`src/verilog/soc_pkg.sv`:
```
package soc_pkg;

  localparam int addr_width = 32;
  localparam int data_width = 32;
  localparam int strb_width = 4;

  // block ram region, one word per four bytes
  localparam logic [addr_width-1 : 0] bram_base_addr = 32'h0000_0000;
  localparam logic [addr_width-1 : 0] bram_top_addr = 32'h0000_4000;
  localparam int bram_words = 4096;

  localparam logic [addr_width-1 : 0] print_base_addr = 32'h1000_0000;
  localparam logic [addr_width-1 : 0] print_top_addr = 32'h1000_0010;

  localparam logic [addr_width-1 : 0] print_data_off = 32'h0000_0000; // low byte is emitted
  localparam logic [addr_width-1 : 0] print_count_off = 32'h0000_0004; // characters sent so far

  localparam logic [addr_width-1 : 0] clint_base_addr = 32'h0200_0000;
  localparam logic [addr_width-1 : 0] clint_top_addr = 32'h0200_C000;

  localparam logic [addr_width-1 : 0] clint_msip_off = 32'h0000_0000;
  localparam logic [addr_width-1 : 0] clint_mtimecmp_lo_off = 32'h0000_4000;
  localparam logic [addr_width-1 : 0] clint_mtimecmp_hi_off = 32'h0000_4004;
  localparam logic [addr_width-1 : 0] clint_mtime_lo_off = 32'h0000_BFF8;
  localparam logic [addr_width-1 : 0] clint_mtime_hi_off = 32'h0000_BFFC;

  localparam logic [data_width-1 : 0] unmapped_rdata = 32'h0; // what a stray read returns

endpackage

```
`src/verilog/mem_bus_if.sv`:
```
`timescale 1ns/1ns

interface mem_bus_if;

  logic [0 : 0] valid;
  logic [0 : 0] instr; // fetch rather than data access
  logic [soc_pkg::addr_width-1 : 0] addr;
  logic [soc_pkg::data_width-1 : 0] wdata;
  logic [soc_pkg::strb_width-1 : 0] wstrb; // zero means read
  logic [soc_pkg::data_width-1 : 0] rdata;
  logic [0 : 0] ready; // one cycle pulse, ends the transfer

  modport requester (
    output valid,
    output instr,
    output addr,
    output wdata,
    output wstrb,
    input  rdata,
    input  ready
  );

  modport responder (
    input  valid,
    input  instr,
    input  addr,
    input  wdata,
    input  wstrb,
    output rdata,
    output ready
  );

endinterface

```
`src/verilog/print.sv`:
```
`timescale 1ns/1ns

module print (
  input  logic clock,
  input  logic rst_n,
  mem_bus_if.responder bus,
  output logic char_valid,
  output logic [7 : 0] char_data
);

  logic [31 : 0] count;
  logic access;
  logic emit;

  assign access = bus.valid & ~bus.ready;
  assign emit = access & bus.wstrb[0] & (bus.addr == soc_pkg::print_data_off);

  always_ff @(posedge clock or negedge rst_n) begin
    if (!rst_n) begin
      bus.ready <= 0;
      char_valid <= 0;
      count <= '0;
    end else begin
      bus.ready <= access;
      char_valid <= emit; // one pulse per character
      if (emit == 1) begin
        count <= count + 1;
      end
    end
  end

  always_ff @(posedge clock) begin
    if (emit == 1) begin
      char_data <= bus.wdata[7 : 0];
    end
    if (access == 1) begin
      bus.rdata <= (bus.addr == soc_pkg::print_count_off) ? count : '0;
    end
  end

endmodule

```
`src/flat_wrapper.sv`:
```
// flat-port wrapper written by rule: the top's interface ports become plain ports
module print_flat 
  (clock, rst_n, char_valid, char_data, bus_valid, bus_instr, bus_addr, bus_wdata, bus_wstrb, bus_rdata, bus_ready);
  mem_bus_if bus_i ();
  input  logic clock;
  input  logic rst_n;
  output logic char_valid;
  output logic [7 : 0] char_data;
  input wire logic [$bits(bus_i.valid)-1:0] bus_valid;
  input wire logic [$bits(bus_i.instr)-1:0] bus_instr;
  input wire logic [$bits(bus_i.addr)-1:0] bus_addr;
  input wire logic [$bits(bus_i.wdata)-1:0] bus_wdata;
  input wire logic [$bits(bus_i.wstrb)-1:0] bus_wstrb;
  output wire logic [$bits(bus_i.rdata)-1:0] bus_rdata;
  output wire logic [$bits(bus_i.ready)-1:0] bus_ready;
  assign bus_i.valid = bus_valid;
  assign bus_i.instr = bus_instr;
  assign bus_i.addr = bus_addr;
  assign bus_i.wdata = bus_wdata;
  assign bus_i.wstrb = bus_wstrb;
  assign bus_rdata = bus_i.rdata;
  assign bus_ready = bus_i.ready;
  print u_core (.clock(clock), .rst_n(rst_n), .bus(bus_i), .char_valid(char_valid), .char_data(char_data));
endmodule
```
`config.mk`:
```
export PLATFORM = sky130hd
export DESIGN_NAME = print_flat
export DESIGN_NICKNAME = d
export VERILOG_FILES = /design/src/verilog/soc_pkg.sv /design/src/verilog/mem_bus_if.sv /design/src/verilog/print.sv /design/src/flat_wrapper.sv
export SDC_FILE = /design/constraint.sdc
export NUM_CORES = 1
export LEC_CHECK = 0
export ABC_AREA = 1
export BUFFER_PORTS_ARGS = -buffer_cell sky130_fd_sc_hd__buf_2
export CAP_MARGIN = 20
export CORE_MARGIN = 1
export CORE_UTILIZATION = 35
export DETAILED_ROUTE_END_ITERATION = 6
export GPL_TIMING_DRIVEN = 0
export PLACE_DENSITY = 0.67
export SLEW_MARGIN = 20
export SYNTH_ARGS = -nofsm -noshare
export SYNTH_HDL_FRONTEND = slang
export SYNTH_SLANG_ARGS = --single-unit
```
`constraint.sdc`:
```
create_clock -name clock -period 3.2 [get_ports clock]
set_input_delay 0 -clock clock [delete_from_list [all_inputs] [get_ports clock]]
set_output_delay 0 -clock clock [all_outputs]
set_load 0.05 [all_outputs]
```
==> results.cfg, run 1 <==
[status]
status = finished clean

[critical_path]
cp_max_fo = 18
end_kind = flip-flop
reg2reg_to = u_core.char_data[0]$_DFFE_PP_
start_kind = flip-flop
regToRegSetupSlack_ns = 1.18
r2r-start = u_core.bus.ready$_DFF_PN0_
rr_worst_depth = 7
worstPathArrival_ns = 2.07
path_class = reg -> reg
cp.required_ns = 3.25

[place]
io_buffer_count = 85
pre_cts_ws_ns = 1.16
dpl_cell_area_um2 = 4330
dp.cells = 668
dp_hpwl_um = 6210
gp_congestion = 0.899

[timing]
fin_crit_ns = 2.02
finalClockSkew_ns = 0.0142
grt_setup_unrepaired = false
hold_viol_final = 0
finalMaxSlewViolations = 0
tightest_slew_ns = 0.795
max_freq_mhz = 495
fin_ws_ns = 1.18
fin_setup_tns_ns = 0
setup_viol = 0
slew_headroom_pct = 47.0
layout_worst_path_cycle_share_pct = 63.2

[die]
die_w_um = 105
core_region_area_um2 = 10300
rows = 37
die-area_um2 = 11000
start_util_pct = 36.0
boundaryPins = 114
die_h_um = 105

[pwr]
finalPower_w = 0.00205
power_density_nw_per_um2 = 440
p_leak_nw = 1.97
ir_drop_mv = 0.255

[drt]
firstDrtPassIters = 4
totalWireLength_um = 8320
wl_per_cell_um = 12.0
drt_drc_violations_left = 0
via_per_inst = 4.62
drtIter0Drc = 175
vias = 3203
postRouteAntennaNets = 0

[synth]
yosys-top-cells-area = edfxtp_1 (32%), dfrtp_1 (23%), nand2_1 (14%)
avgSynthCellArea_um2 = 8.30
synthCells = 446
synth.largest_area_cell = edfxtp_1
netlist_area_um2 = 3700
yosys.area.top_type_share_pct = 32.5
synth_cell_types = 24
yosysSeqAreaShare_pct = 55.4
synth.yosys.warnings = 0
ys_ff_latch = 74
syn_nets = 519

[global_route]
grt_pass1_wl_um = 13600
grt_max_degree = 35
antenna_found_initial = 0
grt_usage_pct = 15.8
overflow = 0
grt_pass1_vias = 2983

[cts]
cts.path.max_buffers = 2
cts_tree = built
root_buffer = clkbuf_8
clk_latency_ns = 0.36
cts_sinks = 74
cts_resized = 0
cts_made_buffers = 9
h-tree-depth = 3
clkTransAtPathRegs_ns = 0.08

[finish]
drive_gt1_share_pct = 24.4
fin_area_um2 = 4660
final_common_cell = nand2_1
final_cells = 694
n_antenna_cell = 0
area_delta_synth_final_pct = 26.0
fin_nets = 626
final_cell_mix = nand2_1 (142), buf_2 (90), nor2_1 (82)

[min_path]
hp-start = bus_addr[3]
worstHoldPathType = in -> reg
min_delay_worst_endpoint = u_core.bus.rdata[10]$_SDFFCE_PP0N_
min_path_cells = 4

[run]
drv_cap = 0
-- final cells by class --
type                            instances  area (µm²)
Buffer                                  8        58.8
Clock buffer                           11         131
Clock inverter                          5         104
Fill cell                            1032        5610
Inverter                               53         199
Multi-Input combinational cell        311        1400
Sequential cell                        74        2050
Tap cell                              136         170
Timing Repair Buffer                   96         553
-- per-stage QoR --
stage | util, % | hold slack (ns)
2_1_floorplan | - | -0.296
3_3_place_gp | 41.8 | 0.129
3_5_place_dp | 42.1 | 0.138
4_1_cts | 45.4 | 0.133
5_1_grt | 45.4 | 0.171
6_report | 45.4 | 0.132
-- where the power goes --
group / internal (W) / switching (W)
registers: 0.00102 / 0.00000519
clock network: 0.000519 / 0.000349
logic: 0.0000476 / 0.000107
total: 0.00159 / 0.000461
-- worst max-delay path, stage by stage (launching register included) --
cell and delay, ns:
dfrtp_1 0.43, nor2_4 0.47, nand2_1 0.09, nor2_1 0.11, nand3_1 0.12, nor2_4 0.12, buf_6 0.16, buf_6 0.20
-- cells by family after synthesis --
logic type / count (synthesis) / share of synthesized area [%]
AND/OR/NAND/NOR: 306 / 36.4
flip-flops: 74 / 55.4
buffers and inverters: 61 / 6.96
XOR/XNOR: 3 / 0.710
AO/OA/AOI/OAI: 1 / 0.135
adder cells (fa/ha/maj): 1 / 0.338
-- registers in the layout, indices dropped and copies added, names as in the netlist --
name	count
u_core.bus.ready	1
u_core.char_valid	1
u_core.count	32
u_core.char_data	8
u_core.bus.rdata	32
-- what timing repair did --
action	in CTS	in global routing
hold endpoints to repair	43	0
setup buffers	0	0
hold buffers	10	0
-- routing by layer --
| layer | up-vias | wire [µm] | GRT usage (%) |
|---|---|---|---|
| li1 | 1624 | - | - |
| met2 | 101 | 3750 | 25.4 |
| met5 | - | 0 | 0 |
| met3 | 12 | 453 | 3.49 |
| met1 | 1466 | 3970 | 20.6 |
| met4 | 0 | 144 | 6.54 |
-- synth_stat cells --
library cell	count
nor3_2	2
ha_1	1
xor2_1	3
and2_1	3
edfxtp_1	40
nand3_1	41
nand2_1	142
dfrtp_1	34
nor2_1	82
nor2_2	9
nor2_4	5
nand3b_1	1
nand4_2	1
clkinv_1	2
buf_6	3
inv_2	4
nand4_1	11
nor3b_2	1
nand2_2	6
nor4_1	1
o21ai_0	1
buf_2	5
inv_1	47
nor3_1	1
-- worst max-delay path by stage --
| stage | start | endpoint | slack [ns] |
|---|---|---|---|
| 2_1_floorplan | u_core.bus.ready$_DFF_PN0_ | u_core.char_data[0]$_DFFE_PP_ | 0.63 |
| 3_3_place_gp | u_core.bus.ready$_DFF_PN0_ | u_core.char_data[7]$_DFFE_PP_ | 0.33 |
| 3_5_place_dp | u_core.bus.ready$_DFF_PN0_ | u_core.char_data[5]$_DFFE_PP_ | 1.16 |
| 4_1_cts | u_core.bus.ready$_DFF_PN0_ | u_core.char_data[7]$_DFFE_PP_ | 1.14 |
| 5_1_grt | u_core.bus.ready$_DFF_PN0_ | u_core.char_data[0]$_DFFE_PP_ | 1.03 |
| 6_report | u_core.bus.ready$_DFF_PN0_ | u_core.char_data[0]$_DFFE_PP_ | 1.18 |
Note: power is estimated with default switching activity, not from simulation.
==> run 2: changes to the inputs <==
PLACE_DENSITY = 0.69   (was 0.67)
clock period = 1.8 ns   (was 3.2 ns; I/O delays follow)
==> run 2 against run 1 <==
  * Final area shrank 0.51%
  * Clock power is 57% higher
  * Die area stayed put
  * Sequential cell count is the same
  * Utilization fell by 0.23 points
  * Clock skew down 0.0061 ns
  * First-iteration DRC count increased by 8.6%
==> results.cfg, run 2 (synthesis gave the netlist of run 1 again) <==
[min_path]
worstHoldPathType = in -> reg
hp-start = bus_addr[0]

[pwr]
finalPower_w = 0.00346
p_leak_nw = 1.95
ir_drop_mv = 0.314
power_density_nw_per_um2 = 746

[timing]
fin_crit_ns = 1.70
layout_worst_path_cycle_share_pct = 94.2
finalClockSkew_ns = 0.00813
grt_setup_unrepaired = false
slew_headroom_pct = 31.8
finalMaxSlewViolations = 0
fin_hold_ws_ns = 0.149
tightest_slew_ns = 1.02
max_freq_mhz = 590
setup_viol = 0
hold_viol_final = 0

[global_route]
busiest_layer = met2
grtUsageMet1_pct = 19.8
grt_usage_pct = 16.1
grtUsageMet2_pct = 27.5
use_met3_pct = 2.81
antenna_found_initial = 0
overflow = 0
grt_max_degree = 35
grt_pass1_vias = 2992
grt_pass1_wl_um = 13900

[finish]
final-seq-area_um2 = 2050
final_core_util_pct = 45.2
n_antenna_cell = 0
multi_input_area_um2 = 1420
final_cell_mix = nand2_1 (142), buf_2 (90), nor2_1 (82)
fill_cells = 1025
fin_nets = 626
top_regs = u_core.bus.rdata: 32 flops, u_core.count: 32 flops, u_core.char_data: 8 flops
final_common_cell = nand2_1
drive_gt1_share_pct = 25.4
area_delta_synth_final_pct = 25.4

[critical_path]
reg2reg_to = u_core.count[12]$_DFFE_PN0P_
crit_path_frequent_cell = nand2_1
regToRegSetupSlack_ns = 0.10
end_kind = flip-flop
cp.required_ns = 2.04
crit_chain = nor3b_2 -> nand2_2 -> nand2_1 -> nand2_1
cp_max_fo = 9
path_class = reg -> reg
rr_worst_depth = 4
crit_slowest_cell = nor3b_2
max_stage_delay_ns = 0.65
crit_path_end = u_core.count[12]$_DFFE_PN0P_
start_kind = flip-flop
worstPathArrival_ns = 1.93
crit_start = u_core.bus.ready$_DFF_PN0_
r2r-start = u_core.bus.ready$_DFF_PN0_

[drt]
drtIter0Drc = 190
drt_drc_violations_left = 0
via_per_inst = 4.64
vias = 3221
firstDrtPassIters = 4
wl_per_cell_um = 12.2
totalWireLength_um = 8440
postRouteAntennaNets = 0

[cts]
cts_tree = built
cts.path.max_buffers = 2
clk_latency_ns = 0.35
h-tree-depth = 3
cts_made_buffers = 9
cts_sinks = 74
root_buffer = clkbuf_8
clkTransAtPathRegs_ns = 0.07

[die]
start_util_pct = 36.0
core_region_area_um2 = 10300
die_w_um = 105
rows = 37
die_h_um = 105
boundaryPins = 114
die-area_um2 = 11000

[place]
gp_congestion = 0.867
io_buffer_count = 85
dp_hpwl_um = 6010

[status]
status = finished clean

[run]
drv_cap = 0
[run 2: cell types whose count changed in the layout (fill, tap and decap cells not counted), sizes merged]
cell / previous run / this run
clkinv: 4 / 6
bufinv: 3 / 2
clkbuf: 11 / 10
dlygate4sd3: 10 / 9
nor2: 96 / 97
[run 2: where the power goes]
group / switching, W / internal, W
sequential: 0.0000109 / 0.00182
clock: 0.000592 / 0.000771
combinational: 0.000192 / 0.0000776
[run 2: worst max-delay path: cells and delay by family (launching register included)]
kind / cells / cell delay [ns]
AND/OR/NAND/NOR: 4 / 1.11
flip-flops: 1 / 0.47
[run 2: metrics by stage]
stage | instances | TNS [ns] | setup slack (ns) | area (µm²)
after global placement | 667 | -12.10 | -0.470 | 4330
after CTS | 694 | 0 | 0.0929 | 4640
final | 694 | 0 | 0.105 | 4640
after detailed placement | 667 | -13.64 | -0.508 | 4330
after global routing | 694 | 0 | 0.0219 | 4640
after floorplan | 446 | -5.62 | -0.276 | 3730
[run 2: area by class of cell]
| type | instances | share of cell area [%] |
|---|---|---|
| inverters | 53 | 4.29 |
| clock buffers | 10 | 2.75 |
| plain buffers | 8 | 1.35 |
| flip-flops and latches | 74 | 44.3 |
| well taps | 136 | 3.67 |
| clock inverters | 6 | 1.75 |
| repair buffers | 95 | 11.3 |
| multi-input cells | 312 | 30.7 |
[run 2: worst min-delay path by stage]
stage | end | slack [ns] | depth (start not counted)
after floorplan | u_core.bus.ready$_DFF_PN0_ | -0.30 | 0
after global placement | u_core.char_valid$_DFF_PN0_ | 0.11 | 1
after detailed placement | u_core.char_valid$_DFF_PN0_ | 0.12 | 1
after CTS | u_core.bus.rdata[9]$_SDFFCE_PP0N_ | 0.14 | 4
after global routing | u_core.bus.rdata[9]$_SDFFCE_PP0N_ | 0.16 | 4
final | u_core.bus.rdata[9]$_SDFFCE_PP0N_ | 0.15 | 4
[run 2: routing by layer]
layer  routed length, µm  part of all wire [%]
met2                4020                    48
met5                   0                     0
met1                3720                    44
met3                 476                   5.6
met4                 220                   2.6
[run 2: repair_timing]
| action | CTS | global route |
|---|---|---|
| hold buffers | 9 | 0 |
| endpoints found under the hold margin | 42 | 0 |
| pin swaps | 1 | 0 |
| resized for setup | 0 | 1 |
| setup buffers | 1 | 0 |
| gates cloned | 1 | 0 |
| endpoints found under the setup margin | 33 | 2 |
==> run 3: changes to the inputs <==
CORE_ASPECT_RATIO = 1.4   (was default)
REMOVE_ABC_BUFFERS = 1   (was default)
==> run 3 against run 2 <==
  * Global-route usage shrank 0.29 points
  * Critical path depth is 6 higher
  * Sequential cell count stayed put
  * Sequential power barely moved
  * Final area rose by 0.92%
  * Register-to-register slack gained 0.08 ns
  * Combinational power increased by 3%
  * Routed wire length shrank 3.6%
  * Clock-buffer cell count rose by 2
  * Final cell count decreased by 0.43%
  * Critical path type unchanged
  * Largest cell class unchanged
==> results.cfg, run 3 (synthesis gave the netlist of run 1 again) <==
[place]
pre_cts_ws_ns = -0.425
dp_hpwl_um = 5780
gp_congestion = 0.874
io_buffer_count = 85

[critical_path]
path_buf_inv = 0
crit_cells = 10
path_class = reg -> reg
r2r-start = u_core.count[0]$_DFFE_PN0P_
crit_slowest_cell = dfrtp_2
rr_worst_depth = 10
crit_chain = ha_1 -> nand2_1 -> nor2_4 -> nand2_2 -> nor2_4 -> nand2_1 -> nor2_2 -> nand2_1 -> nand2_1 -> nand2_1
crit_path_frequent_cell = nand2_1
reg2reg_to = u_core.count[26]$_DFFE_PN0P_
crit_family = simple AND/OR/NAND/NOR gates
end_kind = flip-flop
cp.required_ns = 2.02
worstPathArrival_ns = 1.83
cp_max_fo = 5
regToRegSetupSlack_ns = 0.18
start_kind = flip-flop
max_stage_delay_ns = 0.40

[drt]
postRouteAntennaNets = 0
firstDrtPassIters = 5
drt_drc_violations_left = 0
via_per_inst = 4.53
totalWireLength_um = 8140
drtIter0Drc = 142
vias = 3127
wl_per_cell_um = 11.8

[die]
boundaryPins = 114
start_util_pct = 35.8
die_w_um = 88.9
core_region_area_um2 = 10300
die_h_um = 124
rows = 44
die-area_um2 = 11000

[global_route]
grt_max_degree = 38
grt_usage_pct = 15.8
grt_pass1_vias = 3050
overflow = 0
grt_pass1_wl_um = 13200
antenna_found_initial = 0

[cts]
clkTransAtPathRegs_ns = 0.06
h-tree-depth = 3
root_buffer = clkbuf_16
cts.path.max_buffers = 2
cts_made_buffers = 9
cts_tree = built
clk_latency_ns = 0.33
cts_sinks = 74

[min_path]
hp-start = bus_valid
min_path_cells = 5
min_delay_worst_endpoint = u_core.count[16]$_DFFE_PN0P_
worstHoldPathType = in -> reg

[timing]
fin_setup_tns_ns = 0
slew_headroom_pct = 47.0
fin_crit_ns = 1.62
grt_setup_unrepaired = false
setup_viol = 0
hold_viol_final = 0
max_freq_mhz = 619
layout_worst_path_cycle_share_pct = 89.7
tightest_slew_ns = 0.796
finalClockSkew_ns = 0.00636
finalMaxSlewViolations = 0
fin_ws_ns = 0.185

[finish]
final-seq-area_um2 = 2050
multi_input_area_um2 = 1420
n_antenna_cell = 0
top_regs = u_core.bus.rdata: 32 flops, u_core.count: 32 flops, u_core.char_data: 8 flops
fin_nets = 621
area_delta_synth_final_pct = 26.5
final_core_util_pct = 45.2
drive_gt1_share_pct = 23.9
final_cell_mix = nand2_1 (142), buf_2 (85), nor2_1 (82)
final_common_cell = nand2_1
fill_cells = 1014

[run]
drv_cap = 0

[pwr]
p_int_w = 0.00286
p_leak_nw = 1.97
pwr-share-comb_pct = 7.5
swShare_pct = 22.4
ir_drop_mv = 0.434
power_density_nw_per_um2 = 788
p_switching_w = 0.000829
clock_power_share_pct = 42.9
pwr-share-seq_pct = 49.6

[status]
status = finished clean
run 3: worst max-delay path by stage:
stage / start / to / slack (ns)
after floorplan: u_core.bus.ready$_DFF_PN0_ / u_core.char_data[0]$_DFFE_PP_ / -1.12
after global placement: u_core.bus.ready$_DFF_PN0_ / u_core.char_data[6]$_DFFE_PP_ / -1.54
after detailed placement: u_core.bus.ready$_DFF_PN0_ / u_core.char_data[6]$_DFFE_PP_ / -0.43
after CTS: u_core.bus.ready$_DFF_PN0_ / u_core.char_data[2]$_DFFE_PP_ / 0.03
after global routing: u_core.count[0]$_DFFE_PN0P_ / u_core.count[26]$_DFFE_PN0P_ / 0.05
final: u_core.count[0]$_DFFE_PN0P_ / u_core.count[26]$_DFFE_PN0P_ / 0.18
run 3: final cells by class:
type | instances | area share, %
inverter | 53 | 4.25
tap | 138 | 3.69
sequential | 74 | 43.8
clock inverter | 4 | 0.374
timing repair buffer | 98 | 12.3
multi-input combinational | 312 | 30.2
clock buffer | 12 | 5.26
run 3: routing by layer:
metal	wire length, µm	global-route usage [%]	vias up
met5	0	0	-
li1	-	-	1617
met1	3370	16.9	1421
met3	278	3.38	12
met4	135	6.15	0
met2	4350	29.9	77
run 3: what timing repair did:
| action | in CTS | in global routing |
|---|---|---|
| hold endpoints to repair | 42 | 0 |
| gates resized for setup | 0 | 3 |
| setup endpoints to repair | 33 | 22 |
| pin swaps | 1 | 1 |
| gates cloned | 0 | 1 |
| setup buffers | 1 | 1 |
| hold buffers | 9 | 0 |
run 3: stage by stage:
stage	hold slack (ns)	total power (W)	instances	instance area [µm²]
finish	0.125	0.00369	691	4680
global route	0.155	0.00382	691	4680
CTS	0.121	0.00374	689	4650
detailed placement	0.123	0.00213	663	4290
global placement	0.127	0.00211	661	4240
floorplan	-0.296	0.00202	438	3640
run 3: power groups by stage:
| stage | Combinational, W | Clock, W | Sequential (W) |
|---|---|---|---|
| 2_1_floorplan | 0.0000323 | 0 | 0.00198 |
| 3_3_place_gp | 0.000248 | 0 | 0.00187 |
| 3_5_place_dp | 0.000264 | 0 | 0.00186 |
| 4_1_cts | 0.000282 | 0.00162 | 0.00183 |
| 5_1_grt | 0.000300 | 0.00169 | 0.00183 |
| 6_report | 0.000277 | 0.00158 | 0.00183 |
run 3: tightest hold or removal path, stage by stage:
cell and delay [ns]:
buf_2 0.10, inv_2 0.07, nor3b_2 0.10, nand3_1 0.09, nand2_1 0.04
